--- src/mac_defines.svh ---
`ifndef MAC_DEFINES_SVH
`define MAC_DEFINES_SVH

// ==========================================================================
// datapath widths
// ==========================================================================

`define MAC_OP_W        16      // signed a and b operands.
`define MAC_ACC_W       32      // accumulator, wraps mod 2^32.
`define MAC_CNT_W       16      // step counter in status.

// ==========================================================================
// axi4-lite bus and register map
// ==========================================================================

`define MAC_AXI_AW      4
`define MAC_AXI_DW      32

`define MAC_REG_OPERAND 4'h0    // write {b, a}, issues one step.
`define MAC_REG_CTRL    4'h4    // bit 0 clears accumulator.
`define MAC_REG_RESULT  4'h8
`define MAC_REG_STATUS  4'hC

`endif

--- src/mac_pkg.sv ---
`include "mac_defines.svh"

package mac_pkg;

    // b sits in the upper half of the write word.
    typedef struct packed {
        logic signed [`MAC_OP_W-1:0] b;
        logic signed [`MAC_OP_W-1:0] a;
    } mac_operands_t;

    typedef struct packed {
        logic [`MAC_AXI_DW-2:0] rsvd;
        logic                   clear;
    } mac_ctrl_t;

    // same write word, seen as operands or as control depending on offset.
    typedef union packed {
        mac_operands_t ops;
        mac_ctrl_t     ctrl;
    } mac_wdata_u;

    // one multiply-accumulate request.
    typedef struct packed {
        logic          issue;
        mac_operands_t ops;
    } mac_step_t;

    typedef struct packed {
        logic [`MAC_CNT_W-1:0]              count;  // steps since last clear.
        logic [`MAC_AXI_DW-`MAC_CNT_W-2:0]  rsvd;
        logic                               busy;
    } mac_status_t;

endpackage

--- src/mac16_accum.sv ---
`timescale 1ns/1ps

`include "mac_defines.svh"

module mac16_accum (
    input  logic                          i_clk,
    input  logic                          i_arst_n,
    input  logic                          i_clear,
    input  mac_pkg::mac_step_t            i_step,
    output logic signed [`MAC_ACC_W-1:0]  o_result,
    output logic                          o_busy
);

    // ======================================================================
    // stage one, operand registers
    // ======================================================================

    logic signed [`MAC_OP_W-1:0]  a_q;
    logic signed [`MAC_OP_W-1:0]  b_q;
    logic                         s1_vld_q;

    // loaded only on issue, so a held pair never re-enters the sum.
    always_ff @(posedge i_clk) begin
        if (i_step.issue) begin
            a_q <= i_step.ops.a;
            b_q <= i_step.ops.b;
        end
    end

    // ======================================================================
    // stage two, multiply and accumulate
    // ======================================================================

    logic signed [`MAC_ACC_W-1:0] product;
    logic signed [`MAC_ACC_W-1:0] acc_q;
    logic                         s2_vld_q;

    // 16x16 signed fits exactly in 32 bits.
    assign product = a_q * b_q;

    always_ff @(posedge i_clk or negedge i_arst_n) begin
        if (!i_arst_n) begin
            s1_vld_q <= 1'b0;
            s2_vld_q <= 1'b0;
            acc_q    <= '0;
        end else if (i_clear) begin
            // issue in the same cycle is dropped.
            s1_vld_q <= 1'b0;
            s2_vld_q <= 1'b0;
            acc_q    <= '0;
        end else begin
            s1_vld_q <= i_step.issue;
            s2_vld_q <= s1_vld_q;
            if (s1_vld_q) begin
                acc_q <= acc_q + product;   // wraps like the primitive.
            end
        end
    end

    // ======================================================================
    // outputs
    // ======================================================================

    assign o_result = acc_q;

    // s2 marks the cycle right after an update.
    assign o_busy = s1_vld_q | s2_vld_q;

endmodule

--- src/axil_mac_regs.sv ---
`timescale 1ns/1ps

`include "mac_defines.svh"

module axil_mac_regs (
    input  logic                          i_clk,
    input  logic                          i_arst_n,

    // write address and data.
    input  logic                          i_awvalid,
    input  logic [`MAC_AXI_AW-1:0]        i_awaddr,
    output logic                          o_awready,
    input  logic                          i_wvalid,
    input  logic [`MAC_AXI_DW-1:0]        i_wdata,
    output logic                          o_wready,

    // write response.
    output logic                          o_bvalid,
    output logic [1:0]                    o_bresp,
    input  logic                          i_bready,

    // read address and data.
    input  logic                          i_arvalid,
    input  logic [`MAC_AXI_AW-1:0]        i_araddr,
    output logic                          o_arready,
    output logic                          o_rvalid,
    output logic [`MAC_AXI_DW-1:0]        o_rdata,
    output logic [1:0]                    o_rresp,
    input  logic                          i_rready,

    // accumulator side.
    output mac_pkg::mac_step_t            o_step,
    output logic                          o_clear,
    input  logic signed [`MAC_ACC_W-1:0]  i_result,
    input  logic                          i_busy
);

    import mac_pkg::*;

    localparam logic [1:0] RESP_OKAY = 2'b00;

    mac_wdata_u              wdata;
    mac_status_t             status;

    logic                    aw_rdy_q;
    logic                    bvalid_q;
    logic                    wr_en;
    logic                    wr_op;
    logic                    wr_ctrl;
    logic                    step_issue;
    logic                    clear_pulse;

    logic                    ar_rdy_q;
    logic                    rvalid_q;
    logic                    rd_en;
    logic                    rd_result;
    logic                    rd_ok;
    logic [`MAC_AXI_DW-1:0]  rd_word;
    logic [`MAC_AXI_DW-1:0]  rdata_q;

    logic [`MAC_CNT_W-1:0]   cnt_q;

    // ======================================================================
    // write channel
    // ======================================================================

    // aw and w are taken together, one write in flight at a time.
    assign wr_en = aw_rdy_q & i_awvalid & i_wvalid;

    always_ff @(posedge i_clk or negedge i_arst_n) begin
        if (!i_arst_n) begin
            aw_rdy_q <= 1'b0;
            bvalid_q <= 1'b0;
        end else begin
            aw_rdy_q <= ~aw_rdy_q & i_awvalid & i_wvalid & ~bvalid_q;
            if (wr_en) begin
                bvalid_q <= 1'b1;
            end else if (i_bready) begin
                bvalid_q <= 1'b0;
            end
        end
    end

    assign o_awready = aw_rdy_q;
    assign o_wready  = aw_rdy_q;
    assign o_bvalid  = bvalid_q;
    assign o_bresp   = RESP_OKAY;

    // ======================================================================
    // write decode
    // ======================================================================

    assign wdata   = i_wdata;
    assign wr_op   = (i_awaddr == `MAC_REG_OPERAND);
    assign wr_ctrl = (i_awaddr == `MAC_REG_CTRL);

    // unmapped offsets are dropped here.
    assign step_issue  = wr_en & wr_op;
    assign clear_pulse = wr_en & wr_ctrl & wdata.ctrl.clear;

    assign o_step  = '{issue: step_issue, ops: wdata.ops};
    assign o_clear = clear_pulse;

    // step count, wraps.
    always_ff @(posedge i_clk or negedge i_arst_n) begin
        if (!i_arst_n) begin
            cnt_q <= '0;
        end else if (clear_pulse) begin
            cnt_q <= '0;
        end else if (step_issue) begin
            cnt_q <= cnt_q + 1'b1;
        end
    end

    assign status = '{count: cnt_q, rsvd: '0, busy: i_busy};

    // ======================================================================
    // read channel
    // ======================================================================

    assign rd_result = (i_araddr == `MAC_REG_RESULT);

    // result waits for an empty pipeline, and for a step issued right now.
    assign rd_ok = ~rd_result | (~i_busy & ~step_issue);
    assign rd_en = ar_rdy_q & i_arvalid;

    always_ff @(posedge i_clk or negedge i_arst_n) begin
        if (!i_arst_n) begin
            ar_rdy_q <= 1'b0;
            rvalid_q <= 1'b0;
        end else begin
            ar_rdy_q <= ~ar_rdy_q & i_arvalid & ~rvalid_q & rd_ok;
            if (rd_en) begin
                rvalid_q <= 1'b1;
            end else if (i_rready) begin
                rvalid_q <= 1'b0;
            end
        end
    end

    always_comb begin
        case (i_araddr)
            `MAC_REG_RESULT: rd_word = i_result;
            `MAC_REG_STATUS: rd_word = status;
            default:         rd_word = '0;  // operand and ctrl are write-only.
        endcase
    end

    // held until rready.
    always_ff @(posedge i_clk) begin
        if (rd_en) begin
            rdata_q <= rd_word;
        end
    end

    assign o_arready = ar_rdy_q;
    assign o_rvalid  = rvalid_q;
    assign o_rdata   = rdata_q;
    assign o_rresp   = RESP_OKAY;

endmodule

--- src/mac_unit_top.sv ---
`timescale 1ns/1ps

`include "mac_defines.svh"

module mac_unit_top (
    input  logic                    i_clk,
    input  logic                    i_arst_n,

    input  logic                    i_awvalid,
    input  logic [`MAC_AXI_AW-1:0]  i_awaddr,
    output logic                    o_awready,
    input  logic                    i_wvalid,
    input  logic [`MAC_AXI_DW-1:0]  i_wdata,
    output logic                    o_wready,
    output logic                    o_bvalid,
    output logic [1:0]              o_bresp,
    input  logic                    i_bready,

    input  logic                    i_arvalid,
    input  logic [`MAC_AXI_AW-1:0]  i_araddr,
    output logic                    o_arready,
    output logic                    o_rvalid,
    output logic [`MAC_AXI_DW-1:0]  o_rdata,
    output logic [1:0]              o_rresp,
    input  logic                    i_rready
);

    import mac_pkg::*;

    mac_step_t                    step;
    logic                         clear;
    logic signed [`MAC_ACC_W-1:0] result;
    logic                         busy;

    // ======================================================================
    // register block
    // ======================================================================

    axil_mac_regs u_regs (
        .i_clk     (i_clk),
        .i_arst_n  (i_arst_n),
        .i_awvalid (i_awvalid),
        .i_awaddr  (i_awaddr),
        .o_awready (o_awready),
        .i_wvalid  (i_wvalid),
        .i_wdata   (i_wdata),
        .o_wready  (o_wready),
        .o_bvalid  (o_bvalid),
        .o_bresp   (o_bresp),
        .i_bready  (i_bready),
        .i_arvalid (i_arvalid),
        .i_araddr  (i_araddr),
        .o_arready (o_arready),
        .o_rvalid  (o_rvalid),
        .o_rdata   (o_rdata),
        .o_rresp   (o_rresp),
        .i_rready  (i_rready),
        .o_step    (step),
        .o_clear   (clear),
        .i_result  (result),
        .i_busy    (busy)
    );

    // ======================================================================
    // accumulator, in place of the dsp block
    // ======================================================================

    mac16_accum u_mac (
        .i_clk    (i_clk),
        .i_arst_n (i_arst_n),
        .i_clear  (clear),
        .i_step   (step),
        .o_result (result),
        .o_busy   (busy)
    );

endmodule

--- config.mk ---
export PLATFORM = sky130hd
export DESIGN_NAME = mac_unit_top
export DESIGN_NICKNAME = d
export VERILOG_FILES = /design/src/mac_pkg.sv /design/src/mac16_accum.sv /design/src/axil_mac_regs.sv /design/src/mac_unit_top.sv
export VERILOG_INCLUDE_DIRS = /design/src /design/src/src
export SDC_FILE = /design/constraint.sdc
export NUM_CORES = 1
export LEC_CHECK = 0
export BUFFER_PORTS_ARGS = -buffer_cell sky130_fd_sc_hd__buf_2
export CAP_MARGIN = 40
export CORE_ASPECT_RATIO = 0.5
export CORE_MARGIN = 2
export CORE_UTILIZATION = 35
export DETAILED_ROUTE_END_ITERATION = 7
export RECOVER_POWER = 50
export SKIP_CTS_REPAIR_TIMING = 1
export SLEW_MARGIN = 20
export SYNTH_ARGS = -nofsm -noshare
export SYNTH_HDL_FRONTEND = slang
export SYNTH_HIERARCHICAL = 1
export SYNTH_SLANG_ARGS = --single-unit
export TNS_END_PERCENT = 30
--- constraint.sdc ---
create_clock -name i_clk -period 10.9 [get_ports i_clk]
set_input_delay 1.09 -clock i_clk [delete_from_list [all_inputs] [get_ports i_clk]]
set_output_delay 1.09 -clock i_clk [all_outputs]
set_load 0.005 [all_outputs]
==> flow_summary.json, run 1 <==
{
  "synth_area_um2": 15700,
  "stdcell_area_um2": 17000,
  "antenna_found_initial": 1,
  "rr_worst_depth": 21,
  "drt_first_pass_iters": 5,
  "reg2reg_from": "u_mac/a_q[15]$_DFFE_PP_",
  "synth_area_leaders": "fa_1 37%, edfxtp_1 12%, dfrtp_1 8.6%, inv_1 8.1%, ha_1 7.9%",
  "path_clk_slew_ns": 0.06,
  "start_kind": "register",
  "cts_sinks": 118,
  "finalClockSkew_ns": 0.0104,
  "syn_to_final_growth_pct": 8.21,
  "synth_ff_type": "edfxtp_1",
  "die_w_um": 304,
  "setup_viol": 0,
  "p_leak_nw": 8.02,
  "worst_pin_slew_ns": 2.89,
  "routabilityCongestion": 0.816,
  "yosysSeqAreaShare_pct": 20.8,
  "nNetsFinal": 2012,
  "fmax_mhz": 154,
  "die-area_um2": 46800,
  "hold_path.class": "register to register",
  "critPathMaxFanout": 16,
  "yosys_warnings": 6,
  "overflow": 0,
  "maxCapViolations": 2,
  "fill_cells": 4282,
  "worstSkewPairLatency_ns": 0.43,
  "required_ns": 11.21,
  "rows": 54,
  "rsz0062_at_grt": "false",
  "ant_nets": 0,
  "synth.distinct_cells": 65,
  "via_count": 10300,
  "ir_worst_vdd_mv": 0.128,
  "clk_path_buf_depth": 2,
  "die_h_um": 154,
  "io_pins": 88,
  "ys_ff_latch": 118,
  "place_area_um2": 16500,
  "r2r_slack_ns": 4.40,
  "via_per_inst": 4.72,
  "status": "finished with violations",
  "grt_pass1_wl_um": 56300,
  "synth-edff-count": 64,
  "syn_inst": 1546,
  "grt_pass1_vias": 11000,
  "violations": "capacitance limit, slew limit",
  "numPortBuffers": 83,
  "coreArea_um2": 44000,
  "yosys-top-cells-count": "339 x inv_1, 292 x fa_1, 142 x nand2_1",
  "initial_core_util_pct": 35.8,
  "end_kind": "register",
  "wire_per_inst_um": 15.2,
  "syn_area_per_cell_um2": 10.2,
  "synth_most_common_cell": "inv_1",
  "synth_area_leader_cell": "fa_1",
  "crit_type": "register to register",
  "synth_top_area_share_pct": 37.1,
  "holdPathEnd": "u_regs/o_awready$_DFF_PN0_",
  "reg2reg_to": "u_mac/o_result[31]$_DFFE_PN0P_",
  "cts_buffers": 17,
  "fin_crit_ns": 6.50,
  "drc": 0,
  "htreeDepth": 4,
  "drive_above_1_share_pct": 8.44,
  "grt_max_degree": 55,
  "dp.final_hpwl_um": 26700,
  "routed_wl_um": 33000,
  "synthArstFlopShare_pct": 45.8,
  "grt_use_total_pct": 15.1,
  "hold_start": "u_regs/o_bvalid$_DFFE_PN0P_",
  "cp.arrival_ns": 6.81,
  "cts-root-buf": "clkbuf_16",
  "max_slew_margin_pct": -93.0,
  "finalCritPeriodShare_pct": 59.6,
  "hold_viol": 0,
  "power_density_nw_per_um2": 153,
  "tritoncts": "yes",
  "hold_depth": 1,
  "drv_slew": 87,
  "initialDrtViolationCount": 461,
  "setup_tns_ns": 0
}
-- cells by family after synthesis --
kind of cell	count (synthesis)	share of synthesized area, %
compound gates	120	5.32
fa+ha+maj	391	45.0
other cells	1	0.0238
buf+inv	426	11.3
flops	118	20.8
mux	20	1.27
xor+xnor	45	2.55
simple gates	425	13.8
-- sequential cells by signal, summed over array words and instances (netlist names) --
| register | count |
|---|---|
| u_regs/o_bvalid | 1 |
| u_mac/s1_vld_q | 1 |
| u_regs/o_awready | 1 |
| u_mac/a_q | 16 |
| u_mac/o_result | 32 |
| u_mac/b_q | 16 |
| u_regs/o_arready | 1 |
| u_mac/s2_vld_q | 1 |
| u_regs/o_rvalid | 1 |
| u_regs/o_rdata | 32 |
| u_regs/cnt_q | 16 |
-- through the flow --
stage	std cells	hold WS, ns	setup slack, ns	total power (W)	utilization, %
6_report	2176	0.442	4.40	0.00260	38.7
5_1_grt	2176	0.461	3.98	0.00286	38.7
4_1_cts	2173	0.445	4.41	0.00263	38.7
3_5_place_dp	2141	0.438	4.45	0.00208	37.5
3_3_place_gp	2140	0.436	4.58	0.00207	37.5
2_1_floorplan	1549	0.449	4.99	0.00176	-
-- final cells by class --
type | count | area (um2) | area share, %
Multi-Input combinational cell | 1005 | 10700 | 62.9
Sequential cell | 118 | 3270 | 19.2
Inverter | 339 | 1270 | 7.47
Tap cell | 588 | 736 | 4.32
Timing Repair Buffer | 93 | 489 | 2.87
Clock buffer | 18 | 429 | 2.52
Clock inverter | 14 | 113 | 0.661
Antenna cell | 1 | 2.50 | 0.0147
-- where the power goes --
group          leakage [nW]  internal [W]  total (W)  switching [W]
Sequential             1.22      0.000509   0.000550      0.0000412
Clock                 0.254      0.000310   0.000530       0.000221
Combinational          6.54      0.000651    0.00152       0.000873
Total                  8.02       0.00147    0.00260        0.00113
-- metal layers --
metal / up-vias / GRT usage [%] / part of all wire [%]
li1: 4747 / - / -
met1: 5333 / 19.5 / 43
met2: 151 / 26.7 / 52
met3: 44 / 1.56 / 2.8
met4: 0 / 4.69 / 1.9
met5: - / 0 / 0
-- worst max-delay path, cell delays in order (launching register included) --
cell,delay [ns]
edfxtp_1,0.62
nand2_1,0.25
inv_1,0.09
fa_1,0.74
inv_1,0.11
fa_1,0.54
inv_1,0.29
fa_1,0.51
fa_1,0.50
fa_1,0.48
inv_1,0.05
fa_1,0.48
inv_1,0.04
ha_1,0.33
o21ai_0,0.19
nand2_1,0.06
o21ai_0,0.12
o31ai_1,0.14
a21oi_2,0.23
o21ai_2,0.10
and4_1,0.21
a2111oi_2,0.29
-- worst max path at each step --
stage	start	end	slack, ns	depth (start not counted)
2_1_floorplan	u_mac/a_q[15]$_DFFE_PP_	u_mac/o_result[31]$_DFFE_PN0P_	4.99	22
3_3_place_gp	u_mac/b_q[1]$_DFFE_PP_	u_mac/o_result[31]$_DFFE_PN0P_	4.58	21
3_5_place_dp	u_mac/b_q[1]$_DFFE_PP_	u_mac/o_result[31]$_DFFE_PN0P_	4.45	21
4_1_cts	u_mac/b_q[1]$_DFFE_PP_	u_mac/o_result[31]$_DFFE_PN0P_	4.41	21
5_1_grt	u_mac/a_q[15]$_DFFE_PP_	u_mac/o_result[31]$_DFFE_PN0P_	3.98	21
6_report	u_mac/a_q[15]$_DFFE_PP_	u_mac/o_result[31]$_DFFE_PN0P_	4.40	21
-- cell usage in the layout (no fill, tap or decap), drive strengths merged, types with 5 or more instances in the layout --
cell / n
a211oi: 6
nand2: 142
nand2b: 12
inv: 339
edfxtp: 64
and3: 5
dfrtp: 54
or4: 5
or3: 6
clkbuf: 27
a31oi: 5
or2: 5
nand4: 7
fa: 292
a21oi: 31
clkinv: 9
mux2i: 20
nor4: 6
nor2: 62
nand3: 13
nor3: 8
xor2: 15
buf: 84
and2: 140
o21ai: 30
a21o: 7
ha: 99
a22o: 17
xnor2: 30
No activity file was read; power rests on OpenSTA's default activity.
==> run 2, diff against run 1 <==
==> constraint.sdc (replaced) <==
create_clock -name i_clk -period 5.8 [get_ports i_clk]
set_input_delay 0.58 -clock i_clk [delete_from_list [all_inputs] [get_ports i_clk]]
set_output_delay 0.58 -clock i_clk [all_outputs]
set_load 0.005 [all_outputs]
==> flow_summary.json, run 2 (synthesis gave the netlist of run 1 again) <==
{
  "via_count": 10800,
  "end_kind": "register",
  "die_h_um": 154,
  "n_antenna_cell": 0,
  "final_common_cell": "inv_1",
  "overflow": 0,
  "coreArea_um2": 44000,
  "drc": 0,
  "crit_type": "register to register",
  "ir_worst_vdd_mv": 0.368,
  "fin_crit_ns": 5.74,
  "die_w_um": 304,
  "routabilityCongestion": 0.825,
  "grt_max_degree": 55,
  "finalCritPeriodShare_pct": 99.0,
  "tritoncts": "yes",
  "drv_slew": 122,
  "drt_first_pass_iters": 5,
  "slowest_delay_ns": 0.55,
  "initial_core_util_pct": 35.8,
  "fill_cells": 4201,
  "crit_buf_inv": 6,
  "antenna_found_initial": 0,
  "clk_path_buf_depth": 2,
  "cts_sinks": 118,
  "cts_buffers": 17,
  "rsz0062_at_grt": "true",
  "max_slew_margin_pct": -105,
  "total_power_w": 0.00592,
  "setup_viol": 0,
  "cts-root-buf": "clkbuf_16",
  "critPathTopFamily": "adder cells",
  "die-area_um2": 46800,
  "grt_pass1_vias": 11000,
  "r2r_slack_ns": 0.06,
  "finalClockSkew_ns": 0.0113,
  "dp.final_hpwl_um": 28400,
  "syn_to_final_growth_pct": 18.7,
  "io_pins": 88,
  "drive_above_1_share_pct": 19.8,
  "htreeDepth": 4,
  "numPortBuffers": 83,
  "mostFrequentLayoutCells": "328 x inv_1, 286 x fa_1, 137 x nand2_1",
  "via_per_inst": 4.67,
  "fmax_mhz": 174,
  "grt_use_total_pct": 15.4,
  "hold_depth": 1,
  "worst_path_most_repeated_cell": "fa_1",
  "reg2reg_from": "u_mac/a_q[14]$_DFFE_PP_",
  "hold_start": "i_wdata[9]",
  "status": "finished with violations",
  "p_leak_nw": 8.82,
  "initialDrtViolationCount": 640,
  "rows": 54,
  "postLayoutSetupSlackWorst_ns": 0.0563,
  "finalNonFillerCells": 2317,
  "rr_worst_depth": 22,
  "hold_viol": 0,
  "maxCapViolations": 3,
  "hold_path.class": "input pin to register",
  "wire_per_inst_um": 15.2,
  "violations": "capacitance limit, slew limit",
  "multiInputGateArea_um2": 11100,
  "worst_pin_slew_ns": 3.08,
  "path_clk_slew_ns": 0.06,
  "cp_slowest_cell": "edfxtp_1",
  "grt_pass1_wl_um": 57400,
  "seq_area_um2": 3270,
  "dpl_worst_slack_ns": -0.0919,
  "required_ns": 6.10,
  "nNetsFinal": 2154,
  "reg2reg_to": "u_mac/o_result[28]$_DFFE_PN0P_",
  "power_density_nw_per_um2": 317,
  "critPathMaxFanout": 5,
  "ant_nets": 0,
  "cp.arrival_ns": 6.04,
  "final_core_util_pct": 42.5,
  "routed_wl_um": 35200,
  "worstPathCellList": "and2_4 > fa_1 > fa_1 > inv_1 > fa_1 > inv_2 > fa_1 > fa_1 > inv_1 > fa_1 > inv_2 > ha_4 > buf_4 > nand2_1 > o21ai_2 > o41ai_2 > buf_4 > or2_4 > o2111ai_2 > a31oi_1 > xor2_1 > o21ai_1",
  "holdPathEnd": "u_mac/a_q[9]$_DFFE_PP_",
  "worstSkewPairLatency_ns": 0.42,
  "start_kind": "register",
  "place_inst": 2248
}
-- run 2: cell count changes in the layout (fill, tap and decap cells not counted), moves of 9 or more --
cell,previous run,this run
inv_1,338,328
buf_4,4,120
and2_4,0,11
and2_1,135,125
ha_1,99,86
inv_2,1,10
buf_12,1,13
buf_6,0,10
ha_4,0,11
-- run 2: area by class of cell --
cell class / count / share of cell area, %
Multi-Input combinational cell: 1005 / 59.2
Inverter: 339 / 6.83
Tap cell: 588 / 3.94
Clock inverter: 12 / 0.816
Sequential cell: 118 / 17.5
Timing Repair Buffer: 235 / 9.35
Clock buffer: 20 / 2.39
-- run 2: report_power, final --
part	leakage [nW]	total, W	internal [W]	switching, W
Combinational	7.31	0.00379	0.00186	0.00193
Sequential	1.22	0.00103	0.000957	0.0000770
Clock	0.284	0.00110	0.000686	0.000415
Total	8.82	0.00592	0.00350	0.00242
-- run 2: worst max-delay path by stage --
stage                                       start                             end  slack, ns  cells past startpoint
after global placement    u_mac/a_q[14]$_DFFE_PP_  u_mac/o_result[28]$_DFFE_PN0P_      -0.05                     21
final                     u_mac/a_q[14]$_DFFE_PP_  u_mac/o_result[28]$_DFFE_PN0P_       0.06                     22
after floorplan           u_mac/a_q[15]$_DFFE_PP_  u_mac/o_result[31]$_DFFE_PN0P_       0.02                     22
after CTS                  u_mac/b_q[5]$_DFFE_PP_  u_mac/o_result[30]$_DFFE_PN0P_      -0.12                     22
after global routing       u_mac/b_q[8]$_DFFE_PP_  u_mac/o_result[31]$_DFFE_PN0P_      -0.18                     19
after detailed placement   u_mac/b_q[5]$_DFFE_PP_  u_mac/o_result[30]$_DFFE_PN0P_      -0.09                     22
-- run 2: worst register-to-register path: cells and delay by family, from the launching register on --
family,cells,cell delay [ns]
fa+ha+maj,7,3.24
compound gates,5,0.72
simple gates,3,0.42
xor+xnor,1,0.19
buf+inv,6,0.52
flops,1,0.55
-- run 2: through the flow --
| step | area, um2 | hold WS [ns] | setup TNS [ns] |
|---|---|---|---|
| after detailed placement | 17400 | 0.438 | -0.199 |
| after global routing | 18700 | 0.310 | -1.15 |
| after floorplan | 15800 | 0.284 | 0 |
| final | 18700 | 0.327 | 0 |
| after CTS | 18000 | 0.300 | -0.459 |
| after global placement | 17400 | 0.434 | -0.113 |
-- run 2: metal layers --
metal  share of wire (%)  track usage (%)
met5                   0                0
met1                  44             20.5
met4                 1.7             4.05
met2                  51             26.6
met3                 3.0             1.76
